## config.mk

```make
export PLATFORM = sky130hd
export DESIGN_NAME = tsRecorderTop
export DESIGN_NICKNAME = d
export VERILOG_FILES = /design/src/hdl/tsRecPkg.sv /design/src/hdl/memWriteIf.sv /design/src/hdl/memReadIf.sv /design/src/hdl/tsStreamFifo.sv /design/src/hdl/tsModeControl.sv /design/src/hdl/tsPortStage.sv /design/src/hdl/memWriter.sv /design/src/hdl/memReader.sv /design/src/hdl/tsRecorderTop.sv
export SDC_FILE = /design/constraint.sdc
export NUM_CORES = 1
export LEC_CHECK = 0
export CAP_MARGIN = 25
export CORE_MARGIN = 2
export CORE_UTILIZATION = 55
export DETAILED_ROUTE_END_ITERATION = 16
export DONT_BUFFER_PORTS = 1
export MAX_ROUTING_LAYER = met4
export PLACE_DENSITY = 0.7
export SLEW_MARGIN = 20
export SYNTH_ARGS = -nofsm -noshare
export SYNTH_HDL_FRONTEND = slang
export SYNTH_HIERARCHICAL = 1
export SYNTH_SLANG_ARGS = --single-unit
```

## constraint.sdc

```tcl
create_clock -name SYS_CLOCK -period 3.1 [get_ports SYS_CLOCK]
set_input_delay 0.62 -clock SYS_CLOCK [delete_from_list [all_inputs] [get_ports SYS_CLOCK]]
set_output_delay 0.62 -clock SYS_CLOCK [all_outputs]
set_load 0.05 [all_outputs]
```

## src/hdl/tsRecPkg.sv

```systemverilog
`default_nettype none

package tsRecPkg;

	//////////////////////////////////////////////////
	// Stream sample and recorder mode.

	typedef struct packed {
		logic       valid;                     // Word carries stream data.
		logic       sync;                      // Packet start marker.
		logic [7:0] data;                      // Stream byte.
	} tsWord_t;

	typedef enum logic [1:0] {
		modePass     = 2'd0,                   // Live input goes to output.
		modeRecord   = 2'd1,                   // Live output, stream stored to memory.
		modeReplay   = 2'd2,                   // Memory contents played out.
		modeStopping = 2'd3                    // Replay aborted, draining reads.
	} tsMode_t;

	//////////////////////////////////////////////////
	// External word memory.

	localparam int memAddrW = 8;               // Word address width.
	typedef logic [memAddrW-1:0] memAddr_t;

	localparam int memDataW = 32;              // Memory word width.
	typedef logic [memDataW-1:0] memData_t;

	localparam int wordPadW = 22;              // Zero bits under a stored sample.
	localparam int recWords = 64;              // Words per recording.

	//////////////////////////////////////////////////
	// Stream FIFOs.

	localparam int fifoDepth = 8;              // Entries per FIFO.
	typedef logic [$clog2(fifoDepth+1)-1:0] fifoCount_t;

endpackage

`default_nettype wire

```

## src/hdl/memWriteIf.sv

```systemverilog
`timescale 1ns/1ps
`default_nettype none

interface memWriteIf import tsRecPkg::*; ();

	memAddr_t address;                         // Word address of the write.
	logic     write;                           // Write request.
	memData_t writeData;                       // Data held with the request.
	logic     waitRequest;                     // Memory stalls the request.

	modport writer (
		output address, write, writeData,
		input  waitRequest
	);

	modport memory (
		input  address, write, writeData,
		output waitRequest
	);

endinterface

`default_nettype wire

```

## src/hdl/memReadIf.sv

```systemverilog
`timescale 1ns/1ps
`default_nettype none

interface memReadIf import tsRecPkg::*; ();

	memAddr_t address;                         // Word address of the read.
	logic     read;                            // Read request.
	logic     waitRequest;                     // Memory stalls the request.
	logic     readDataValid;                   // One returned word this cycle.
	memData_t readData;                        // Returned word, in request order.

	modport reader (
		output address, read,
		input  waitRequest, readDataValid, readData
	);

	modport memory (
		input  address, read,
		output waitRequest, readDataValid, readData
	);

endinterface

`default_nettype wire

```

## src/hdl/tsStreamFifo.sv

```systemverilog
`timescale 1ns/1ps
`default_nettype none

module tsStreamFifo import tsRecPkg::*; (
	input  logic       SYS_CLOCK,             // System clock.
	input  logic       SYS_RESET,             // Asynchronous reset, active high.
	input  tsMode_t    mode,                  // Flushes itself in passthrough.
	input  tsWord_t    inWord,                // Push side word.
	input  logic       inValid,               // Push side valid.
	input  logic       outReady,              // Pop side ready.
	output logic       inReady,               // Room for one more word.
	output tsWord_t    outWord,               // Word at the head.
	output logic       outValid,              // Head word present.
	output fifoCount_t count                  // Current occupancy.
);

	tsWord_t                        mem [fifoDepth];
	logic [$clog2(fifoDepth)-1:0]   wrPtr;    // Next slot to fill.
	logic [$clog2(fifoDepth)-1:0]   rdPtr;    // Head slot.
	logic                           flush;
	logic                           push;
	logic                           pop;

	assign flush    = (mode == modePass);                      // Empty outside record and replay.
	assign inReady  = (count != fifoCount_t'(fifoDepth));     // Not full.
	assign outValid = (count != '0);                          // Not empty.
	assign outWord  = mem[rdPtr];
	assign push     = inValid && inReady;
	assign pop      = outValid && outReady;

	//////////////////////////////////////////////////
	// Pointers and occupancy.

	always_ff @(posedge SYS_CLOCK or posedge SYS_RESET) begin
		if (SYS_RESET) begin
			wrPtr <= '0;
			rdPtr <= '0;
			count <= '0;
		end else if (flush) begin
			wrPtr <= '0;                          // Drop everything held.
			rdPtr <= '0;
			count <= '0;
		end else begin
			if (push) wrPtr <= wrPtr + 1'b1;      // Wraps at the power of two depth.
			if (pop) rdPtr <= rdPtr + 1'b1;
			count <= count + fifoCount_t'(push) - fifoCount_t'(pop); // Push and pop may overlap.
		end
	end

	// Storage array.
	always_ff @(posedge SYS_CLOCK) begin
		if (push && !flush) begin
			mem[wrPtr] <= inWord;
		end
	end

endmodule

`default_nettype wire

```

## src/hdl/tsModeControl.sv

```systemverilog
`timescale 1ns/1ps
`default_nettype none

module tsModeControl import tsRecPkg::*; (
	input  logic    SYS_CLOCK,                // System clock.
	input  logic    SYS_RESET,                // Asynchronous reset, active high.
	input  logic    rec,                      // Start recording.
	input  logic    play,                     // Start replay.
	input  logic    pass,                     // Abort replay.
	input  logic    recordDone,               // Last write accepted this cycle.
	input  logic    readsDone,                // No reads outstanding, all returned.
	input  logic    replayPending,            // Replay FIFO still holds words.
	output tsMode_t mode                      // Current recorder mode.
);

	//////////////////////////////////////////////////
	// Mode register.

	always_ff @(posedge SYS_CLOCK or posedge SYS_RESET) begin
		if (SYS_RESET) begin
			mode <= modePass;
		end else begin
			case (mode)
				modePass: begin
					if (rec) begin
						mode <= modeRecord;        // Rec wins over play.
					end else if (play) begin
						mode <= modeReplay;
					end
				end
				modeRecord: begin
					if (recordDone) begin
						mode <= modePass;          // Recording length reached.
					end
				end
				modeReplay: begin
					if (pass) begin
						mode <= modeStopping;      // Early stop, drain reads first.
					end else if (readsDone && !replayPending) begin
						mode <= modePass;          // Everything played out.
					end
				end
				modeStopping: begin
					if (readsDone) begin
						mode <= modePass;          // Memory is quiet.
					end
				end
				default: mode <= modePass;
			endcase
		end
	end

endmodule

`default_nettype wire

```

## src/hdl/tsPortStage.sv

```systemverilog
`timescale 1ns/1ps
`default_nettype none

module tsPortStage import tsRecPkg::*; (
	input  logic       SYS_CLOCK,             // System clock.
	input  logic       SYS_RESET,             // Asynchronous reset, active high.
	input  tsMode_t    mode,                  // Current recorder mode.
	input  logic       tsValidIn,             // Stream valid in.
	input  logic       tsSyncIn,              // Stream sync in.
	input  logic [7:0] tsDataIn,              // Stream byte in.
	input  logic       recordReady,           // Record FIFO has room.
	input  tsWord_t    replayWord,            // Head of the replay FIFO.
	input  logic       replayValid,           // Replay FIFO not empty.
	input  logic       rec,                   // Rec pulse, clears the overflow flag.
	output logic       tsValidOut,            // Stream valid out.
	output logic       tsSyncOut,             // Stream sync out.
	output logic [7:0] tsDataOut,             // Stream byte out.
	output tsWord_t    recordWord,            // Word pushed for recording.
	output logic       recordValid,           // Push request.
	output logic       replayReady,           // Pop request.
	output logic       recOverflow            // Sticky lost word flag.
);

	tsWord_t capWord;                          // Capture register.
	tsWord_t outWord;                          // Output register.

	assign recordWord  = capWord;
	assign recordValid = capWord.valid && (mode == modeRecord);
	assign replayReady = (mode == modeReplay); // Pop whenever a word is there.
	assign tsValidOut  = outWord.valid;
	assign tsSyncOut   = outWord.sync;
	assign tsDataOut   = outWord.data;

	//////////////////////////////////////////////////
	// Capture, overflow and output selection.

	always_ff @(posedge SYS_CLOCK or posedge SYS_RESET) begin
		if (SYS_RESET) begin
			capWord     <= '0;
			outWord     <= '0;
			recOverflow <= 1'b0;
		end else begin
			capWord <= '{valid: tsValidIn, sync: tsSyncIn, data: tsDataIn};
			if (rec) begin
				recOverflow <= 1'b0;               // New recording, fresh flag.
			end else if (recordValid && !recordReady) begin
				recOverflow <= 1'b1;               // Word dropped on a full FIFO.
			end
			case (mode)
				modePass, modeRecord: outWord <= capWord; // Live stream, two cycle latency.
				modeReplay: outWord <= replayValid ? replayWord : '0; // Gap when empty.
				default: outWord <= '0;            // Nothing while stopping.
			endcase
		end
	end

endmodule

`default_nettype wire

```

## src/hdl/memWriter.sv

```systemverilog
`timescale 1ns/1ps
`default_nettype none

module memWriter import tsRecPkg::*; (
	input  logic    SYS_CLOCK,                // System clock.
	input  logic    SYS_RESET,                // Asynchronous reset, active high.
	input  tsMode_t mode,                     // Current recorder mode.
	input  tsWord_t word,                     // Head of the record FIFO.
	input  logic    valid,                    // Record FIFO not empty.
	output logic    ready,                    // Pop request.
	output logic    recordDone,               // Last write accepted.
	memWriteIf.writer wr                      // Memory write channel.
);

	logic     pending;                         // Write waiting for acceptance.
	memAddr_t address;                         // Also the count of accepted writes.
	memData_t data;                            // Held write data.
	logic     accept;

	assign ready      = (mode == modeRecord) && !pending;
	assign accept     = pending && !wr.waitRequest;
	assign recordDone = accept && (address == memAddr_t'(recWords - 1));
	assign wr.address   = address;
	assign wr.write     = pending;
	assign wr.writeData = data;

	always_ff @(posedge SYS_CLOCK or posedge SYS_RESET) begin
		if (SYS_RESET) begin
			pending <= 1'b0;
			address <= '0;
		end else if (mode != modeRecord) begin
			pending <= 1'b0;
			address <= '0;                        // Each recording starts at zero.
		end else if (accept) begin
			pending <= 1'b0;
			address <= address + 1'b1;            // Next word slot.
		end else if (valid && ready) begin
			pending <= 1'b1;                      // Hold until accepted.
		end
	end

	// Sample sits on top, padding below.
	always_ff @(posedge SYS_CLOCK) begin
		if (valid && ready) begin
			data <= {word, {wordPadW{1'b0}}};
		end
	end

endmodule

`default_nettype wire

```

## src/hdl/memReader.sv

```systemverilog
`timescale 1ns/1ps
`default_nettype none

module memReader import tsRecPkg::*; (
	input  logic       SYS_CLOCK,             // System clock.
	input  logic       SYS_RESET,             // Asynchronous reset, active high.
	input  tsMode_t    mode,                  // Current recorder mode.
	input  fifoCount_t fifoCount,             // Replay FIFO occupancy.
	input  logic       pushReady,             // Replay FIFO has room.
	output tsWord_t    word,                  // Returned sample.
	output logic       pushValid,             // Push request.
	output logic       readsDone,             // Memory side finished.
	memReadIf.reader   rd                     // Memory read channel.
);

	memAddr_t   issueAddr;                     // Next address, also reads issued.
	memAddr_t   returned;                      // Words returned so far.
	fifoCount_t outstanding;                   // Reads in flight.
	logic       roomLeft;
	logic       accept;

	//////////////////////////////////////////////////
	// Read issue under FIFO credit.

	assign roomLeft  = (outstanding + fifoCount) < fifoCount_t'(fifoDepth); // Space for one more.
	assign rd.read   = (mode == modeReplay) && roomLeft && pushReady
		&& (issueAddr < memAddr_t'(recWords));
	assign rd.address = issueAddr;
	assign accept    = rd.read && !rd.waitRequest;

	//////////////////////////////////////////////////
	// Returned data.

	assign word      = tsWord_t'(rd.readData[memDataW-1:wordPadW]); // Top ten bits.
	assign pushValid = rd.readDataValid && (mode == modeReplay);     // Discarded when stopping.
	assign readsDone = (outstanding == '0)
		&& ((mode == modeStopping) || (returned == memAddr_t'(recWords)));

	always_ff @(posedge SYS_CLOCK or posedge SYS_RESET) begin
		if (SYS_RESET) begin
			issueAddr   <= '0;
			returned    <= '0;
			outstanding <= '0;
		end else begin
			if (mode == modePass) begin
				issueAddr <= '0;                   // Each replay starts at zero.
				returned  <= '0;
			end else begin
				if (accept) issueAddr <= issueAddr + 1'b1;
				if (rd.readDataValid) returned <= returned + 1'b1;
			end
			// Track in flight reads in every mode.
			outstanding <= outstanding + fifoCount_t'(accept) - fifoCount_t'(rd.readDataValid);
		end
	end

endmodule

`default_nettype wire

```

## src/hdl/tsRecorderTop.sv

```systemverilog
`timescale 1ns/1ps
`default_nettype none

module tsRecorderTop import tsRecPkg::*; (
	input  logic       SYS_CLOCK,             // System clock.
	input  logic       SYS_RESET,             // Asynchronous reset, active high.
	input  logic       rec,                   // Record pulse.
	input  logic       play,                  // Replay pulse.
	input  logic       pass,                  // Stop pulse.
	input  logic       tsValidIn,             // Stream valid in.
	input  logic       tsSyncIn,              // Stream sync in.
	input  logic [7:0] tsDataIn,              // Stream byte in.
	input  logic       memWrWaitRequest,      // Write stall.
	input  logic       memRdWaitRequest,      // Read stall.
	input  logic       memRdDataValid,        // Read data strobe.
	input  memData_t   memRdData,             // Read data.
	output logic       tsValidOut,            // Stream valid out.
	output logic       tsSyncOut,             // Stream sync out.
	output logic [7:0] tsDataOut,             // Stream byte out.
	output memAddr_t   memWrAddress,          // Write address.
	output logic       memWrWrite,            // Write request.
	output memData_t   memWrData,             // Write data.
	output memAddr_t   memRdAddress,          // Read address.
	output logic       memRdRead,             // Read request.
	output tsMode_t    mode,                  // Current mode.
	output logic       recOverflow            // Sticky lost word flag.
);

	tsWord_t    recordWord;                    // Port stage to record FIFO.
	logic       recordValid;
	logic       recordReady;
	tsWord_t    writerWord;                    // Record FIFO to writer.
	logic       writerValid;
	logic       writerReady;
	tsWord_t    readerWord;                    // Reader to replay FIFO.
	logic       readerValid;
	logic       readerReady;
	fifoCount_t replayCount;
	tsWord_t    replayWord;                    // Replay FIFO to port stage.
	logic       replayValid;
	logic       replayReady;
	logic       recordDone;
	logic       readsDone;

	memWriteIf wrBus ();
	memReadIf  rdBus ();

	//////////////////////////////////////////////////
	// Memory channels to plain ports.

	assign memWrAddress        = wrBus.address;
	assign memWrWrite          = wrBus.write;
	assign memWrData           = wrBus.writeData;
	assign wrBus.waitRequest   = memWrWaitRequest;
	assign memRdAddress        = rdBus.address;
	assign memRdRead           = rdBus.read;
	assign rdBus.waitRequest   = memRdWaitRequest;
	assign rdBus.readDataValid = memRdDataValid;
	assign rdBus.readData      = memRdData;

	//////////////////////////////////////////////////
	// Control and port stage.

	tsModeControl modeControl (
		.SYS_CLOCK, .SYS_RESET, .rec, .play, .pass,
		.recordDone, .readsDone,
		.replayPending (replayValid),          // Replay ends once this empties.
		.mode
	);

	tsPortStage portStage (
		.SYS_CLOCK, .SYS_RESET, .mode, .tsValidIn, .tsSyncIn, .tsDataIn,
		.recordReady, .replayWord, .replayValid, .rec,
		.tsValidOut, .tsSyncOut, .tsDataOut,
		.recordWord, .recordValid, .replayReady, .recOverflow
	);

	//////////////////////////////////////////////////
	// Record path.

	tsStreamFifo recordFifo (
		.SYS_CLOCK, .SYS_RESET, .mode,
		.inWord (recordWord), .inValid (recordValid), .outReady (writerReady),
		.inReady (recordReady), .outWord (writerWord), .outValid (writerValid),
		.count ()
	);

	memWriter writer (
		.SYS_CLOCK, .SYS_RESET, .mode,
		.word (writerWord), .valid (writerValid), .ready (writerReady),
		.recordDone, .wr (wrBus)
	);

	//////////////////////////////////////////////////
	// Replay path.

	memReader reader (
		.SYS_CLOCK, .SYS_RESET, .mode,
		.fifoCount (replayCount), .pushReady (readerReady),
		.word (readerWord), .pushValid (readerValid), .readsDone, .rd (rdBus)
	);

	tsStreamFifo replayFifo (
		.SYS_CLOCK, .SYS_RESET, .mode,
		.inWord (readerWord), .inValid (readerValid), .outReady (replayReady),
		.inReady (readerReady), .outWord (replayWord), .outValid (replayValid),
		.count (replayCount)
	);

endmodule

`default_nettype wire

```

==> flow_summary.html <==
<table>
<tr><th>Metric</th><th>Value</th></tr>
<tr><th colspan="2">Clock tree</th></tr>
<tr><td>Post-CTS setup buffer count</td><td>0</td></tr>
<tr><td>Clock buffer count from CTS</td><td>24</td></tr>
<tr><td>CTS H-Tree Depth</td><td>1</td></tr>
<tr><td>Reg clk slew, reported paths</td><td>60 ps</td></tr>
<tr><td>Clock latency reported for the late side of the worst-skew pair</td><td>~500 ps</td></tr>
<tr><td>Root buffer cell</td><td>clkbuf_16</td></tr>
<tr><td>TritonCTS clock tree</td><td>done</td></tr>
<tr><td>Maximum clock path buffer count</td><td>3</td></tr>
<tr><td>Number of clock sinks</td><td>242</td></tr>
<tr><th colspan="2">STA</th></tr>
<tr><td>Upper clock frequency limit</td><td>368 MHz</td></tr>
<tr><td>Post-route setup TNS</td><td>0 ps</td></tr>
<tr><td>Setup skew after layout</td><td>around 12 ps</td></tr>
<tr><td>Slew Viols, Final</td><td>0</td></tr>
<tr><td>Worst hold margin</td><td>about 140 ps</td></tr>
<tr><td>Worst slew margin relative to its limit</td><td>between 40% and 50%</td></tr>
<tr><td>Part of the cycle the worst path needs</td><td>between 80% and 90%</td></tr>
<tr><td>Unrepaired setup endpoints after global routing</td><td>false</td></tr>
<tr><td>Crit path time final</td><td>~2700 ps</td></tr>
<tr><td>Least-Margin Pin Slew</td><td>858 ps</td></tr>
<tr><td>Total count of hold-check failures in the final report</td><td>0</td></tr>
<tr><td>Setup-violating endpoint count in the final report</td><td>0</td></tr>
<tr><th colspan="2">Critical path</th></tr>
<tr><td>Worst reg2reg path endpoint</td><td>recordFifo/count[2]</td></tr>
<tr><td>FF-to-FF path depth</td><td>10</td></tr>
<tr><td>Critical Path Max Stage Delay</td><td>roughly 470 ps</td></tr>
<tr><td>Critical path depth</td><td>6</td></tr>
<tr><td>Critical path cell sequence</td><td>inv_1 -&gt; ha_1 -&gt; or3b_1 -&gt; nand3_1 -&gt; nor3_1 -&gt; buf_4</td></tr>
<tr><td>Cell class contributing the biggest share of worst-path delay</td><td>simple AND/OR/NAND/NOR gates</td></tr>
<tr><td>CP Class</td><td>flop to primary output</td></tr>
<tr><td>CP Capture Type</td><td>primary output</td></tr>
<tr><td>Category of the worst setup path launch point</td><td>flop</td></tr>
<tr><td>Crit Path Max Fanout</td><td>7</td></tr>
<tr><td>Worst setup slack for register-to-register paths</td><td>560 ps</td></tr>
<tr><td>Cell type of the slowest stage on the worst timing path</td><td>or3b_1</td></tr>
<tr><td>Critical path data arrival time</td><td>between 2000 and 2500 ps</td></tr>
<tr><td>Required time at the endpoint of the critical path</td><td>2480 ps</td></tr>
<tr><td>Reg2reg start</td><td>recordFifo/count[2]</td></tr>
<tr><td>Worst Path Buf+Inv</td><td>2</td></tr>
<tr><th colspan="2">Global routing</th></tr>
<tr><td>Vias in the first global route</td><td>around 5600</td></tr>
<tr><td>Peak-usage layer in the global routing report</td><td>met2</td></tr>
<tr><td>Global-route wire length before repair</td><td>around 30000 um</td></tr>
<tr><td>GR Util met2</td><td>about a third</td></tr>
<tr><td>GRT Util Overall</td><td>about a fifth</td></tr>
<tr><td>Maximum number of pins on one net before global-route repair</td><td>26</td></tr>
<tr><td>Grt met3 use</td><td>3.35%</td></tr>
<tr><td>Antenna violations before repair</td><td>0</td></tr>
<tr><td>GRT met1 Usage</td><td>24.4%</td></tr>
<tr><td>Total congestion overflow after global routing</td><td>0</td></tr>
<tr><th colspan="2">Floorplanning</th></tr>
<tr><td>Initial Utilization</td><td>a little under three fifths</td></tr>
<tr><td>Placeable core region</td><td>approximately 0.019 mm^2</td></tr>
<tr><td>Die X</td><td>143 um</td></tr>
<tr><td>Die boundary height</td><td>between 100 and 150 um</td></tr>
<tr><td>Floorplan row count</td><td>50</td></tr>
<tr><td>Number of primary I/O pins</td><td>113</td></tr>
<tr><td>Die area</td><td>0.0204 mm^2</td></tr>
<tr><th colspan="2">Yosys</th></tr>
<tr><td>Flops &amp; latches, synth</td><td>about 240</td></tr>
<tr><td>Synth Flop Type</td><td>edfxtp_1</td></tr>
<tr><td>Most common cell in the netlist</td><td>edfxtp_1</td></tr>
<tr><td>Distinct cell type count of the synthesized netlist</td><td>54</td></tr>
<tr><td>Netlist area before placement</td><td>between 0.01 and 0.015 mm^2</td></tr>
<tr><td>Synth async-reset ratio</td><td>~30%</td></tr>
<tr><td>Yosys synthesis warning count</td><td>6</td></tr>
<tr><td>Gate count after technology mapping</td><td>around 670</td></tr>
<tr><td>Most common library cells after synthesis</td><td>edfxtp_1, dfrtp_1, inv_1</td></tr>
<tr><td>Number of flops mapped to enable cells by yosys</td><td>170</td></tr>
<tr><td>Post-Synthesis Mean Instance Area</td><td>15.9 um^2</td></tr>
<tr><td>Biggest area contributors in the synthesized netlist</td><td>edfxtp_1, dfrtp_1, mux4_1</td></tr>
<tr><td>Largest area contributor in the netlist</td><td>edfxtp_1</td></tr>
<tr><td>Share of the synthesized area in the top cell type</td><td>roughly 48%</td></tr>
<tr><td>Sequential cell area fraction in the yosys report</td><td>65.0%</td></tr>
<tr><th colspan="2">Pwr</th></tr>
<tr><td>Maximum resistive drop on vdd</td><td>between 0.5 and 0.6 mV</td></tr>
<tr><td>Clk pwr share</td><td>between 20% and 30%</td></tr>
<tr><td>Power Density</td><td>just under 900 mW/mm^2</td></tr>
<tr><td>Switching pwr</td><td>3.47 mW</td></tr>
<tr><td>Part of the power in combinational logic</td><td>around a quarter</td></tr>
<tr><td>Sw Share</td><td>33.7%</td></tr>
<tr><td>P_int</td><td>around 6.8 mW</td></tr>
<tr><td>Static leakage</td><td>between 4 and 5 nW</td></tr>
<tr><td>Sequential fraction of design power</td><td>between 40 and 50%</td></tr>
<tr><th colspan="2">Route</th></tr>
<tr><td>Total number of vias</td><td>5519</td></tr>
<tr><td>Total length of routed wires</td><td>between 15000 and 20000 um</td></tr>
<tr><td>Number of remaining DRC errors</td><td>0</td></tr>
<tr><td>Mean number of vias per cell</td><td>approximately 5.7</td></tr>
<tr><td>Initial DRC count</td><td>about 300</td></tr>
<tr><td>Detail-routed net length per standard cell</td><td>19.6 um</td></tr>
<tr><td>Length of the first detailed-routing pass in iterations</td><td>4</td></tr>
<tr><td>Antenna viol nets, final</td><td>0</td></tr>
<tr><th colspan="2">Final layout</th></tr>
<tr><td>End-of-flow core utilization</td><td>61.7%</td></tr>
<tr><td>Final nets</td><td>a little under 800</td></tr>
<tr><td>Area added between synthesis and finish</td><td>9.40%</td></tr>
<tr><td>Layout cell share with drive strength beyond 1</td><td>approximately 14%</td></tr>
<tr><td>Diode count</td><td>0</td></tr>
<tr><th colspan="2">Hold path</th></tr>
<tr><td>Worst hold-check path type</td><td>input port to asynchronous set/reset pin</td></tr>
<tr><th colspan="2">Flow run</th></tr>
<tr><td>Max-capacitance violation count</td><td>0</td></tr>
<tr><th colspan="2">Placed design</th></tr>
<tr><td>Count of port buffers added during placement</td><td>0</td></tr>
<tr><td>Final weighted congestion in routability-driven placement</td><td>between 0.8 and 0.9</td></tr>
<tr><td>Detailed Place HPWL</td><td>~13000 um</td></tr>
<tr><th colspan="2">Run status</th></tr>
<tr><td>Result of the run</td><td>complete, no violations</td></tr>
</table>
per-stage QoR:
step / power [mW] / cell area [um^2] / setup WS [ps] / std cells
5_1_grt: 10.9 / 11600 / 275 / 968
6_report: 10.3 / 11600 / 384 / 968
4_1_cts: 10.4 / 11600 / 358 / 968
3_3_place_gp: 7.41 / 10900 / 632 / 923
3_5_place_dp: 7.60 / 10900 / 577 / 923
2_1_floorplan: 7.02 / 10700 / 77.6 / 690
logic make-up (layout without fill, tap and decap cells):
group                    Yosys count  count (layout)  share of synthesized area [%]
flip-flops                       242             242                           65.0
buffers and inverters             99             117                           5.10
other                              1              22                         0.0353
AND/OR/NAND/NOR                  154             154                           7.84
XOR/XNOR                          14              14                           1.15
AO/OA/AOI/OAI                     59              59                           4.00
adder cells (fa/ha/maj)           30              30                           3.75
multiplexers                      70              70                           13.1
per-layer routing:
layer,share of wire (%),vias to the layer above,wire [um]
met5,0,-,0
met4,1.6,0,303
met3,4.1,25,785
met2,53,119,10100
met1,41,2857,7770
li1,-,2518,-
what timing repair did:
action / 4_1_cts / 5_1_grt
endpoints found under the setup margin: 0 / 0
hold buffers: 1 / 0
gates resized for setup: 0 / 0
hold endpoints to repair: 31 / 0
cell usage in the layout (no fill, tap or decap), types with 20 or more instances in the layout:
cell,synthesis,routed
edfxtp_1,170,170
dfrtp_1,72,71
inv_1,47,47
mux4_1,41,41
nor2_1,34,34
nand2_1,33,33
ha_1,27,27
clkbuf_16,0,25
buf_4,33,25
conb_1,1,22
mux2_2,20,20
layout make-up:
type                    instances  area (um^2)
clock buffers                  38          704
well taps                     260          325
repair buffers                 26          198
inverters                      47          176
multi-input cells             349         3250
clock inverters                 6         56.3
fillers                      1362         7210
flip-flops and latches        242         6910
sequential cells by signal (all words and copies together), names as in the netlist:
name,count
replayFifo/wrPtr,3
replayFifo/rdPtr,3
portStage/tsValidOut,1
recordFifo/count,4
writer/wr.writeData,10
portStage/tsSyncOut,1
writer/wr.address,8
portStage/tsDataOut,8
reader/returned,8
reader/outstanding,4
reader/rd.address,8
writer/wr.write,1
recordFifo/mem,80
modeControl/mode,2
replayFifo/count,4
portStage/recordWord,10
recordFifo/rdPtr,3
portStage/recOverflow,1
replayFifo/mem,80
recordFifo/wrPtr,3
how the worst max path moves through the flow:
stage | start | to | slack [ps]
2_1_floorplan | modeControl/mode[1] | memRdRead | 80
3_3_place_gp | replayFifo/count[2] | replayFifo/count[2] | 630
3_5_place_dp | recordFifo/count[2] | recordFifo/count[2] | 580
4_1_cts | reader/outstanding[1] | memRdRead | 360
5_1_grt | replayFifo/count[2] | memRdRead | 280
6_report | replayFifo/count[2] | memRdRead | 380
power groups by stage:
stage	combinational (mW)	clock (mW)	sequential (mW)
finish	2.50	2.77	5.02
global route	2.79	2.99	5.09
CTS	2.52	2.84	5.03
detailed placement	2.51	0	5.09
global placement	2.36	0	5.05
floorplan	2.04	0	4.97
No activity file was read; power rests on OpenSTA's default activity.
